[config.mk]
export PLATFORM = sky130hd
export DESIGN_NAME = merge_data_generator
export DESIGN_NICKNAME = d
export VERILOG_FILES = /design/src/merge_types_pkg.sv /design/src/merge_ctrl_pkg.sv /design/src/sync_fifo.sv /design/src/merge_control.sv /design/src/merge_gather.sv /design/src/merge_data_generator.sv
export SDC_FILE = /design/constraint.sdc
export NUM_CORES = 2
export LEC_CHECK = 0
export ABC_CLOCK_PERIOD_IN_PS = 12400
export BUFFER_PORTS_ARGS = -buffer_cell sky130_fd_sc_hd__buf_2
export CAP_MARGIN = 20
export CORE_UTILIZATION = 63
export CTS_CLUSTER_SIZE = 10
export DETAILED_ROUTE_END_ITERATION = 8
export PLACE_DENSITY = 0.8
export SYNTH_ARGS = -nofsm -noshare
export SYNTH_HDL_FRONTEND = slang
export SYNTH_HIERARCHICAL = 1
export SYNTH_MEMORY_MAX_BITS = 65536
export SYNTH_SLANG_ARGS = --single-unit
export TNS_END_PERCENT = 30
[constraint.sdc]
create_clock -name ap_clk -period 12.4 [get_ports ap_clk]
set_input_delay 1.86 -clock ap_clk [delete_from_list [all_inputs] [get_ports ap_clk]]
set_output_delay 1.86 -clock ap_clk [all_outputs]
set_load 0.01 [all_outputs]
[src/merge_types_pkg.sv]
package merge_types_pkg;

    // ----------------------------------------------------------------------
    // Lane and data sizing
    // ----------------------------------------------------------------------
    localparam int num_lanes = 4;
    localparam int data_w    = 32;
    localparam int meta_w    = 8;

    // ----------------------------------------------------------------------
    // Lane side
    // ----------------------------------------------------------------------
    typedef struct packed {
        logic [meta_w-1:0] meta;
        logic [data_w-1:0] data;
    } lane_word_t;

    typedef struct packed {
        logic       valid;
        lane_word_t word;
    } lane_beat_t;

    // ----------------------------------------------------------------------
    // Merged side
    // ----------------------------------------------------------------------
    // Field j is filled from lane j
    typedef struct packed {
        logic [meta_w-1:0]                 meta;
        logic [num_lanes-1:0][data_w-1:0]  field;
    } merged_packet_t;

    typedef struct packed {
        logic           valid;
        merged_packet_t packet;
    } merged_beat_t;

endpackage

[src/merge_ctrl_pkg.sv]
package merge_ctrl_pkg;

    // ----------------------------------------------------------------------
    // FIFO sizing
    // ----------------------------------------------------------------------
    localparam int lane_fifo_depth = 16;
    localparam int out_fifo_depth  = 16;

    // Occupancy at which almost_full is raised
    localparam int prog_thresh     = 8;

    // ----------------------------------------------------------------------
    // Configuration
    // ----------------------------------------------------------------------
    // One enable bit per lane, bit j for lane j
    typedef struct packed {
        logic [merge_types_pkg::num_lanes-1:0] mask;
    } merge_cfg_t;

    // ----------------------------------------------------------------------
    // Control FSM
    // ----------------------------------------------------------------------
    typedef enum logic [1:0] {
        idle  = 2'd0,
        run   = 2'd1,
        pause = 2'd2
    } merge_state_t;

endpackage

[src/sync_fifo.sv]
`timescale 1ns/100ps

module sync_fifo #(
    parameter type payload_t = logic,
    parameter int  depth     = 16
) (
    input  logic     ap_clk,
    input  logic     areset_generator,
    input  logic     push,
    input  payload_t din,
    input  logic     pop,
    output payload_t dout,
    output logic     dout_valid,
    output logic     empty,
    output logic     almost_full
);

    typedef logic [$clog2(depth)-1:0]   ptr_t;
    typedef logic [$clog2(depth+1)-1:0] count_t;

    payload_t mem [depth];

    ptr_t   wr_ptr;
    ptr_t   rd_ptr;
    count_t count;
    logic   full;
    logic   do_push;
    logic   do_pop;

    // ----------------------------------------------------------------------
    // Status flags
    // ----------------------------------------------------------------------
    assign full        = (count == count_t'(depth));
    assign empty       = (count == '0);
    assign almost_full = (count >= count_t'(merge_ctrl_pkg::prog_thresh));

    // Requests against a full or empty buffer are dropped
    assign do_push = push & ~full;
    assign do_pop  = pop & ~empty;

    // ----------------------------------------------------------------------
    // Pointers and occupancy
    // ----------------------------------------------------------------------
    always_ff @(posedge ap_clk) begin
        if (areset_generator) begin
            wr_ptr     <= '0;
            rd_ptr     <= '0;
            count      <= '0;
            dout_valid <= 1'b0;
        end else begin
            if (do_push) begin
                wr_ptr <= (wr_ptr == ptr_t'(depth - 1)) ? '0 : wr_ptr + 1'b1;
            end
            if (do_pop) begin
                rd_ptr <= (rd_ptr == ptr_t'(depth - 1)) ? '0 : rd_ptr + 1'b1;
            end
            if (do_push && !do_pop) begin
                count <= count + 1'b1;
            end else if (!do_push && do_pop) begin
                count <= count - 1'b1;
            end
            // Popped word shows for exactly one cycle
            dout_valid <= do_pop;
        end
    end

    // Storage and read register
    always_ff @(posedge ap_clk) begin
        if (do_push) begin
            mem[wr_ptr] <= din;
        end
        if (do_pop) begin
            dout <= mem[rd_ptr];
        end
    end

endmodule

[src/merge_control.sv]
`timescale 1ns/100ps

module merge_control (
    input  logic                       ap_clk,
    input  logic                       areset_generator,
    input  logic                       cfg_valid,
    input  merge_ctrl_pkg::merge_cfg_t cfg_mask,
    input  logic                       stop,
    input  logic                       out_almost_full,
    output logic                       capture_en,
    output merge_ctrl_pkg::merge_cfg_t active_cfg,
    output logic                       running
);

    merge_ctrl_pkg::merge_state_t state;
    merge_ctrl_pkg::merge_state_t next_state;
    logic                         cfg_accept;

    // Only a nonzero mask offered while idle starts a run
    assign cfg_accept = cfg_valid && (cfg_mask.mask != '0) &&
                        (state == merge_ctrl_pkg::idle);

    // ----------------------------------------------------------------------
    // State machine
    // ----------------------------------------------------------------------
    always_comb begin
        next_state = state;
        case (state)
            merge_ctrl_pkg::idle: begin
                if (cfg_accept) begin
                    next_state = merge_ctrl_pkg::run;
                end
            end
            merge_ctrl_pkg::run: begin
                if (stop) begin
                    next_state = merge_ctrl_pkg::idle;
                end else if (out_almost_full) begin
                    next_state = merge_ctrl_pkg::pause;
                end
            end
            merge_ctrl_pkg::pause: begin
                if (stop) begin
                    next_state = merge_ctrl_pkg::idle;
                end else if (!out_almost_full) begin
                    next_state = merge_ctrl_pkg::run;
                end
            end
            default: next_state = merge_ctrl_pkg::idle;
        endcase
    end

    always_ff @(posedge ap_clk) begin
        if (areset_generator) begin
            state <= merge_ctrl_pkg::idle;
        end else begin
            state <= next_state;
        end
    end

    // ----------------------------------------------------------------------
    // Lane mask
    // ----------------------------------------------------------------------
    always_ff @(posedge ap_clk) begin
        if (areset_generator) begin
            active_cfg.mask <= '1;
        end else if (cfg_accept) begin
            active_cfg <= cfg_mask;
        end else if (stop) begin
            active_cfg.mask <= '1;
        end
    end

    assign capture_en = (state == merge_ctrl_pkg::run);
    assign running    = (state == merge_ctrl_pkg::run) || (state == merge_ctrl_pkg::pause);

endmodule

[src/merge_gather.sv]
`timescale 1ns/100ps

module merge_gather (
    input  logic                                  ap_clk,
    input  logic                                  areset_generator,
    input  logic                                  capture_en,
    input  merge_ctrl_pkg::merge_cfg_t            active_cfg,
    input  merge_types_pkg::lane_beat_t           lane_head [merge_types_pkg::num_lanes],
    input  logic [merge_types_pkg::num_lanes-1:0] lane_empty,
    output logic [merge_types_pkg::num_lanes-1:0] lane_pop,
    output merge_types_pkg::merged_beat_t         merged
);

    logic [merge_types_pkg::num_lanes-1:0] lane_done;
    logic [merge_types_pkg::num_lanes-1:0] lane_arrive;
    logic [merge_types_pkg::num_lanes-1:0] lane_complete;
    logic                                  all_done;

    // ----------------------------------------------------------------------
    // Pop decisions
    // ----------------------------------------------------------------------
    always_comb begin
        for (int i = 0; i < merge_types_pkg::num_lanes; i++) begin
            // A word on the head means a pop is still in flight
            lane_pop[i] = capture_en & ~lane_empty[i] & ~lane_done[i] &
                          ~lane_head[i].valid;

            // Masked-off lanes are popped too, but their words are dropped
            lane_arrive[i]   = lane_head[i].valid & active_cfg.mask[i];
            lane_complete[i] = lane_done[i] | ~active_cfg.mask[i];
        end
    end

    assign all_done = &lane_complete;

    // ----------------------------------------------------------------------
    // Capture registers and done flags
    // ----------------------------------------------------------------------
    // Fields of masked lanes are left alone and keep their last value.
    // Flags are only cleared by a merge, so they ride through a pause.
    always_ff @(posedge ap_clk) begin
        if (areset_generator) begin
            lane_done <= '0;
            merged    <= '0;
        end else begin
            merged.valid <= all_done;

            if (all_done) begin
                lane_done <= '0;
            end else begin
                lane_done <= lane_done | lane_arrive;
            end

            for (int i = 0; i < merge_types_pkg::num_lanes; i++) begin
                if (lane_arrive[i]) begin
                    merged.packet.field[i] <= lane_head[i].word.data;
                end
            end

            // Meta tag follows lane 0
            if (lane_arrive[0]) begin
                merged.packet.meta <= lane_head[0].word.meta;
            end
        end
    end

endmodule

[src/merge_data_generator.sv]
`timescale 1ns/100ps

module merge_data_generator (
    input  logic                                  ap_clk,
    input  logic                                  areset_generator,
    input  merge_types_pkg::lane_beat_t           lane_in [merge_types_pkg::num_lanes],
    output logic [merge_types_pkg::num_lanes-1:0] lane_almost_full,
    input  logic                                  cfg_valid,
    input  merge_ctrl_pkg::merge_cfg_t            cfg_mask,
    input  logic                                  stop,
    output logic                                  running,
    output merge_types_pkg::merged_beat_t         out,
    input  logic                                  out_ready
);

    merge_types_pkg::lane_word_t           lane_word       [merge_types_pkg::num_lanes];
    logic [merge_types_pkg::num_lanes-1:0] lane_word_valid;
    merge_types_pkg::lane_beat_t           lane_head       [merge_types_pkg::num_lanes];
    logic [merge_types_pkg::num_lanes-1:0] lane_empty;
    logic [merge_types_pkg::num_lanes-1:0] lane_pop;

    logic                                  capture_en;
    merge_ctrl_pkg::merge_cfg_t            active_cfg;
    merge_types_pkg::merged_beat_t         merged;

    merge_types_pkg::merged_packet_t       out_packet;
    logic                                  out_valid;
    logic                                  out_empty;
    logic                                  out_almost_full;
    logic                                  out_pop;

    // ----------------------------------------------------------------------
    // Lane FIFOs
    // ----------------------------------------------------------------------
    for (genvar i = 0; i < merge_types_pkg::num_lanes; i++) begin : g_lane
        sync_fifo #(
            .payload_t(merge_types_pkg::lane_word_t),
            .depth    (merge_ctrl_pkg::lane_fifo_depth)
        ) u_lane_fifo (
            .ap_clk          (ap_clk),
            .areset_generator(areset_generator),
            .push            (lane_in[i].valid),
            .din             (lane_in[i].word),
            .pop             (lane_pop[i]),
            .dout            (lane_word[i]),
            .dout_valid      (lane_word_valid[i]),
            .empty           (lane_empty[i]),
            .almost_full     (lane_almost_full[i])
        );

        assign lane_head[i] = '{valid: lane_word_valid[i], word: lane_word[i]};
    end

    // ----------------------------------------------------------------------
    // Control and gather
    // ----------------------------------------------------------------------
    merge_control u_control (
        .ap_clk          (ap_clk),
        .areset_generator(areset_generator),
        .cfg_valid       (cfg_valid),
        .cfg_mask        (cfg_mask),
        .stop            (stop),
        .out_almost_full (out_almost_full),
        .capture_en      (capture_en),
        .active_cfg      (active_cfg),
        .running         (running)
    );

    merge_gather u_gather (
        .ap_clk          (ap_clk),
        .areset_generator(areset_generator),
        .capture_en      (capture_en),
        .active_cfg      (active_cfg),
        .lane_head       (lane_head),
        .lane_empty      (lane_empty),
        .lane_pop        (lane_pop),
        .merged          (merged)
    );

    // ----------------------------------------------------------------------
    // Output FIFO
    // ----------------------------------------------------------------------
    assign out_pop = ~out_empty & out_ready;

    sync_fifo #(
        .payload_t(merge_types_pkg::merged_packet_t),
        .depth    (merge_ctrl_pkg::out_fifo_depth)
    ) u_out_fifo (
        .ap_clk          (ap_clk),
        .areset_generator(areset_generator),
        .push            (merged.valid),
        .din             (merged.packet),
        .pop             (out_pop),
        .dout            (out_packet),
        .dout_valid      (out_valid),
        .empty           (out_empty),
        .almost_full     (out_almost_full)
    );

    assign out = '{valid: out_valid, packet: out_packet};

endmodule

==> metrics.txt <==
# TYPE chip_impl_metric gauge
chip_impl_metric{name="drive_above_1_share",unit="%"} 25.8
chip_impl_metric{name="num-fill-cells",unit=""} 15200
chip_impl_metric{name="worst-slew-pin-transition",unit="ps"} 1210
chip_impl_metric{name="seq_power_share",unit="%"} 51.8
chip_impl_info{name="path_class",value="flop to flop"} 1
chip_impl_metric{name="max_freq",unit="GHz"} 0.229
chip_impl_info{name="clk_root_buffer_cell",value="sky130_fd_sc_hd__clkbuf_16"} 1
chip_impl_metric{name="cts-buffers-inserted",unit=""} 558
chip_impl_metric{name="place.detailed.hpwl",unit="mm"} 209
chip_impl_info{name="hp-start",value="u_control/state[1]$_SDFFE_PP0P_"} 1
chip_impl_metric{name="clk_transition_reported_paths",unit="ps"} 50
chip_impl_metric{name="start_util",unit="%"} 63.3
chip_impl_metric{name="globalRouteTotalUtil",unit="%"} 31.3
chip_impl_metric{name="first_iter_violations",unit=""} 13100
chip_impl_info{name="clock_tree_from_tritoncts",value="yes"} 1
chip_impl_metric{name="globalplace.congestion",unit=""} 0.745
chip_impl_metric{name="grt_first_pass_wirelength",unit="mm"} 644
chip_impl_metric{name="final-seq-area",unit="um^2"} 143000
chip_impl_metric{name="routed_wire_length_per_instance",unit="um"} 34.9
chip_impl_metric{name="max_cap_viol_count",unit=""} 0
chip_impl_metric{name="cts_htree_levels",unit=""} 6
chip_impl_metric{name="internal_pwr_total",unit="mW"} 28.4
chip_impl_metric{name="syn_nets",unit=""} 8400
chip_impl_metric{name="r2r.worst_path.cells",unit=""} 6
chip_impl_metric{name="num_vias",unit=""} 89400
chip_impl_metric{name="place.port_buffers",unit=""} 290
chip_impl_metric{name="finalCritPeriodShare",unit="%"} 35.3
chip_impl_metric{name="grt_max_degree",unit=""} 156
chip_impl_metric{name="post_cts_resize_count",unit=""} 0
chip_impl_metric{name="net-switching-power",unit="mW"} 8.50
chip_impl_metric{name="synth_area",unit="um^2"} 180000
chip_impl_metric{name="timing.final.max_slew_violations",unit=""} 0
chip_impl_metric{name="dieHeight",unit="um"} 537
chip_impl_metric{name="post_cts.repair.setup_buffers",unit=""} 0
chip_impl_metric{name="rows",unit=""} 196
chip_impl_metric{name="grt-ovfl-total",unit=""} 0
chip_impl_metric{name="ant_nets",unit=""} 0
chip_impl_metric{name="route.detailed.vias_per_inst",unit=""} 6.96
chip_impl_metric{name="max-vdd-ir-drop",unit="V"} 0.000187
chip_impl_metric{name="die-width",unit="um"} 537
chip_impl_metric{name="io-pin-count",unit=""} 315
chip_impl_metric{name="post-route-min-period",unit="ps"} 4370
chip_impl_metric{name="finalClockSkew",unit="ps"} 57.6
chip_impl_metric{name="crit_arrival",unit="ps"} 5000
chip_impl_metric{name="power_density",unit="nW/um^2"} 182
chip_impl_metric{name="clkSinkCount",unit=""} 4841
chip_impl_metric{name="cts-hold-fix-buffers",unit=""} 0
chip_impl_metric{name="total_power",unit="mW"} 36.9
chip_impl_metric{name="route.final.wire_length",unit="mm"} 449
chip_impl_metric{name="power.combinational.fraction",unit="%"} 8.0
chip_impl_metric{name="required_time_reported_for_the_critical_path_endpoint",unit="ps"} 13020
chip_impl_metric{name="power_frac_clock",unit="%"} 40.2
chip_impl_metric{name="synth_warn",unit=""} 6
chip_impl_metric{name="syn-instance-count",unit=""} 8173
chip_impl_metric{name="firstDrtPassIters",unit=""} 6
chip_impl_metric{name="floorplan.die_area",unit="um^2"} 288000
chip_impl_metric{name="final_nets",unit=""} 8966
chip_impl_metric{name="grt_antenna_before_repair",unit=""} 53
chip_impl_info{name="rsz0062_at_grt",value="false"} 1
chip_impl_metric{name="multi_input_area",unit="um^2"} 35400
chip_impl_metric{name="post-route-drc-count",unit=""} 0
chip_impl_metric{name="synthToLayoutAreaGrowth",unit="%"} 12.4
chip_impl_metric{name="number_of_global_route_vias_before_repair",unit=""} 94500
chip_impl_info{name="timing.hold.worst.class",value="flop to flop"} 1
chip_impl_info{name="regToRegStartpoint",value="u_out_fifo/count[0]$_SDFFE_PP0P_"} 1
chip_impl_metric{name="r2r_slack",unit="ps"} 8030
chip_impl_metric{name="setup_violations",unit=""} 0
chip_impl_metric{name="hold-path-cell-count",unit=""} 2
chip_impl_info{name="setup.worst_path.end_class",value="flop"} 1
chip_impl_info{name="r2r_end",value="u_out_fifo/mem[9][103]$_DFFE_PP_"} 1
chip_impl_info{name="min_to",value="u_control/state[1]$_SDFFE_PP0P_"} 1
chip_impl_metric{name="synthesis.area_per_instance",unit="um^2"} 22.1
chip_impl_metric{name="total_negative_setup_slack",unit="ps"} 0
chip_impl_metric{name="finalHoldViolations",unit=""} 0
chip_impl_metric{name="power.static_leakage",unit="nW"} 63.6
chip_impl_metric{name="core_region_area",unit="um^2"} 285000
chip_impl_metric{name="slew-limit-headroom",unit="%"} 19.6
chip_impl_info{name="layout_commonest_cell",value="sky130_fd_sc_hd__edfxtp_1"} 1
chip_impl_metric{name="maximum_fanout_along_the_worst_path",unit=""} 36
chip_impl_metric{name="max-clock-path-buffers",unit=""} 4
chip_impl_info{name="start_kind",value="flop"} 1
chip_impl_metric{name="swShare",unit="%"} 23.0
chip_impl_metric{name="insertion_delay",unit="ps"} 1040
chip_impl_info{name="status",value="finished clean"} 1
chip_impl_info{name="final_cell_mix",value="4624 x sky130_fd_sc_hd__edfxtp_1, 1088 x sky130_fd_sc_hd__mux4_2, 592 x sky130_fd_sc_hd__nand2_1"} 1
layout make-up:
| type | count | area share, % |
|---|---|---|
| Sequential cell | 4841 | 70.6 |
| Multi-Input combinational cell | 2827 | 17.5 |
| Clock buffer | 831 | 7.56 |
| Tap cell | 3762 | 2.32 |
| Timing Repair Buffer | 475 | 1.53 |
| Clock inverter | 54 | 0.384 |
| Inverter | 36 | 0.0703 |
| Antenna cell | 26 | 0.0321 |
routing by layer:
metal  vias to the layer above  routed length (um)  GRT usage [%]
met2                      6898              225000           51.3
met4                        30               19800           13.9
met1                     46200              152000           41.3
met5                         -                 197              0
li1                      35200                   -              -
met3                      1073               51000           6.23
worst max-delay path, cell delays in order (launching register included):
cell and delay [ps]:
sky130_fd_sc_hd__dfxtp_1 470, sky130_fd_sc_hd__or4_4 260, sky130_fd_sc_hd__o21a_1 390, sky130_fd_sc_hd__nand2_1 310, sky130_fd_sc_hd__nor2_4 950, sky130_fd_sc_hd__buf_4 810, sky130_fd_sc_hd__buf_4 760
worst max-delay path by stage:
stage	start	endpoint	slack, ps	depth (start not counted)
2_1_floorplan	u_out_fifo/count[0]$_SDFFE_PP0P_	u_out_fifo/mem[0][0]$_DFFE_PP_	1510	5
3_3_place_gp	areset_generator	g_lane[1].u_lane_fifo/count[3]$_SDFFE_PP0P_	7960	5
3_5_place_dp	u_out_fifo/count[0]$_SDFFE_PP0P_	u_out_fifo/mem[14][34]$_DFFE_PP_	7870	6
4_1_cts	u_out_fifo/count[0]$_SDFFE_PP0P_	u_out_fifo/mem[14][63]$_DFFE_PP_	7780	6
5_1_grt	u_out_fifo/rd_ptr[0]$_SDFFE_PP0P_	u_out_fifo/dout[69]$_DFFE_PP_	7860	5
6_report	u_out_fifo/count[0]$_SDFFE_PP0P_	u_out_fifo/mem[9][103]$_DFFE_PP_	8030	6
power by group through the flow:
stage / logic [mW] / clock network, mW / registers [mW]
CTS: 2.96 / 15.0 / 19.1
floorplan: 2.21 / 0 / 19.2
global placement: 2.78 / 0 / 19.4
global route: 3.15 / 15.6 / 19.2
finish: 2.96 / 14.9 / 19.1
detailed placement: 2.88 / 0 / 19.4
registers in the layout, summed over array words and instances, names as in the netlist:
register / cells
g_lane.u_lane_fifo/count: 20
g_lane.u_lane_fifo/dout: 136
g_lane.u_lane_fifo/dout_valid: 4
g_lane.u_lane_fifo/mem: 2176
g_lane.u_lane_fifo/rd_ptr: 16
g_lane.u_lane_fifo/wr_ptr: 16
u_control/active_cfg: 4
u_control/state: 2
u_gather/lane_done: 4
u_gather/merged: 137
u_out_fifo/count: 5
u_out_fifo/dout: 136
u_out_fifo/dout_valid: 1
u_out_fifo/mem: 2176
u_out_fifo/rd_ptr: 4
u_out_fifo/wr_ptr: 4
stage by stage:
stage	utilization (%)	setup WS (ps)	cells	cell area (um^2)	hold slack, ps
6_report	71.2	8030	12900	203000	523
5_1_grt	71.1	7860	12800	203000	552
4_1_cts	71.1	7780	12800	203000	522
3_5_place_dp	65.4	7870	11900	186000	487
3_3_place_gp	65.4	7960	11900	186000	486
2_1_floorplan	-	1510	8173	180000	471
(Power assumes the default switching activity.)
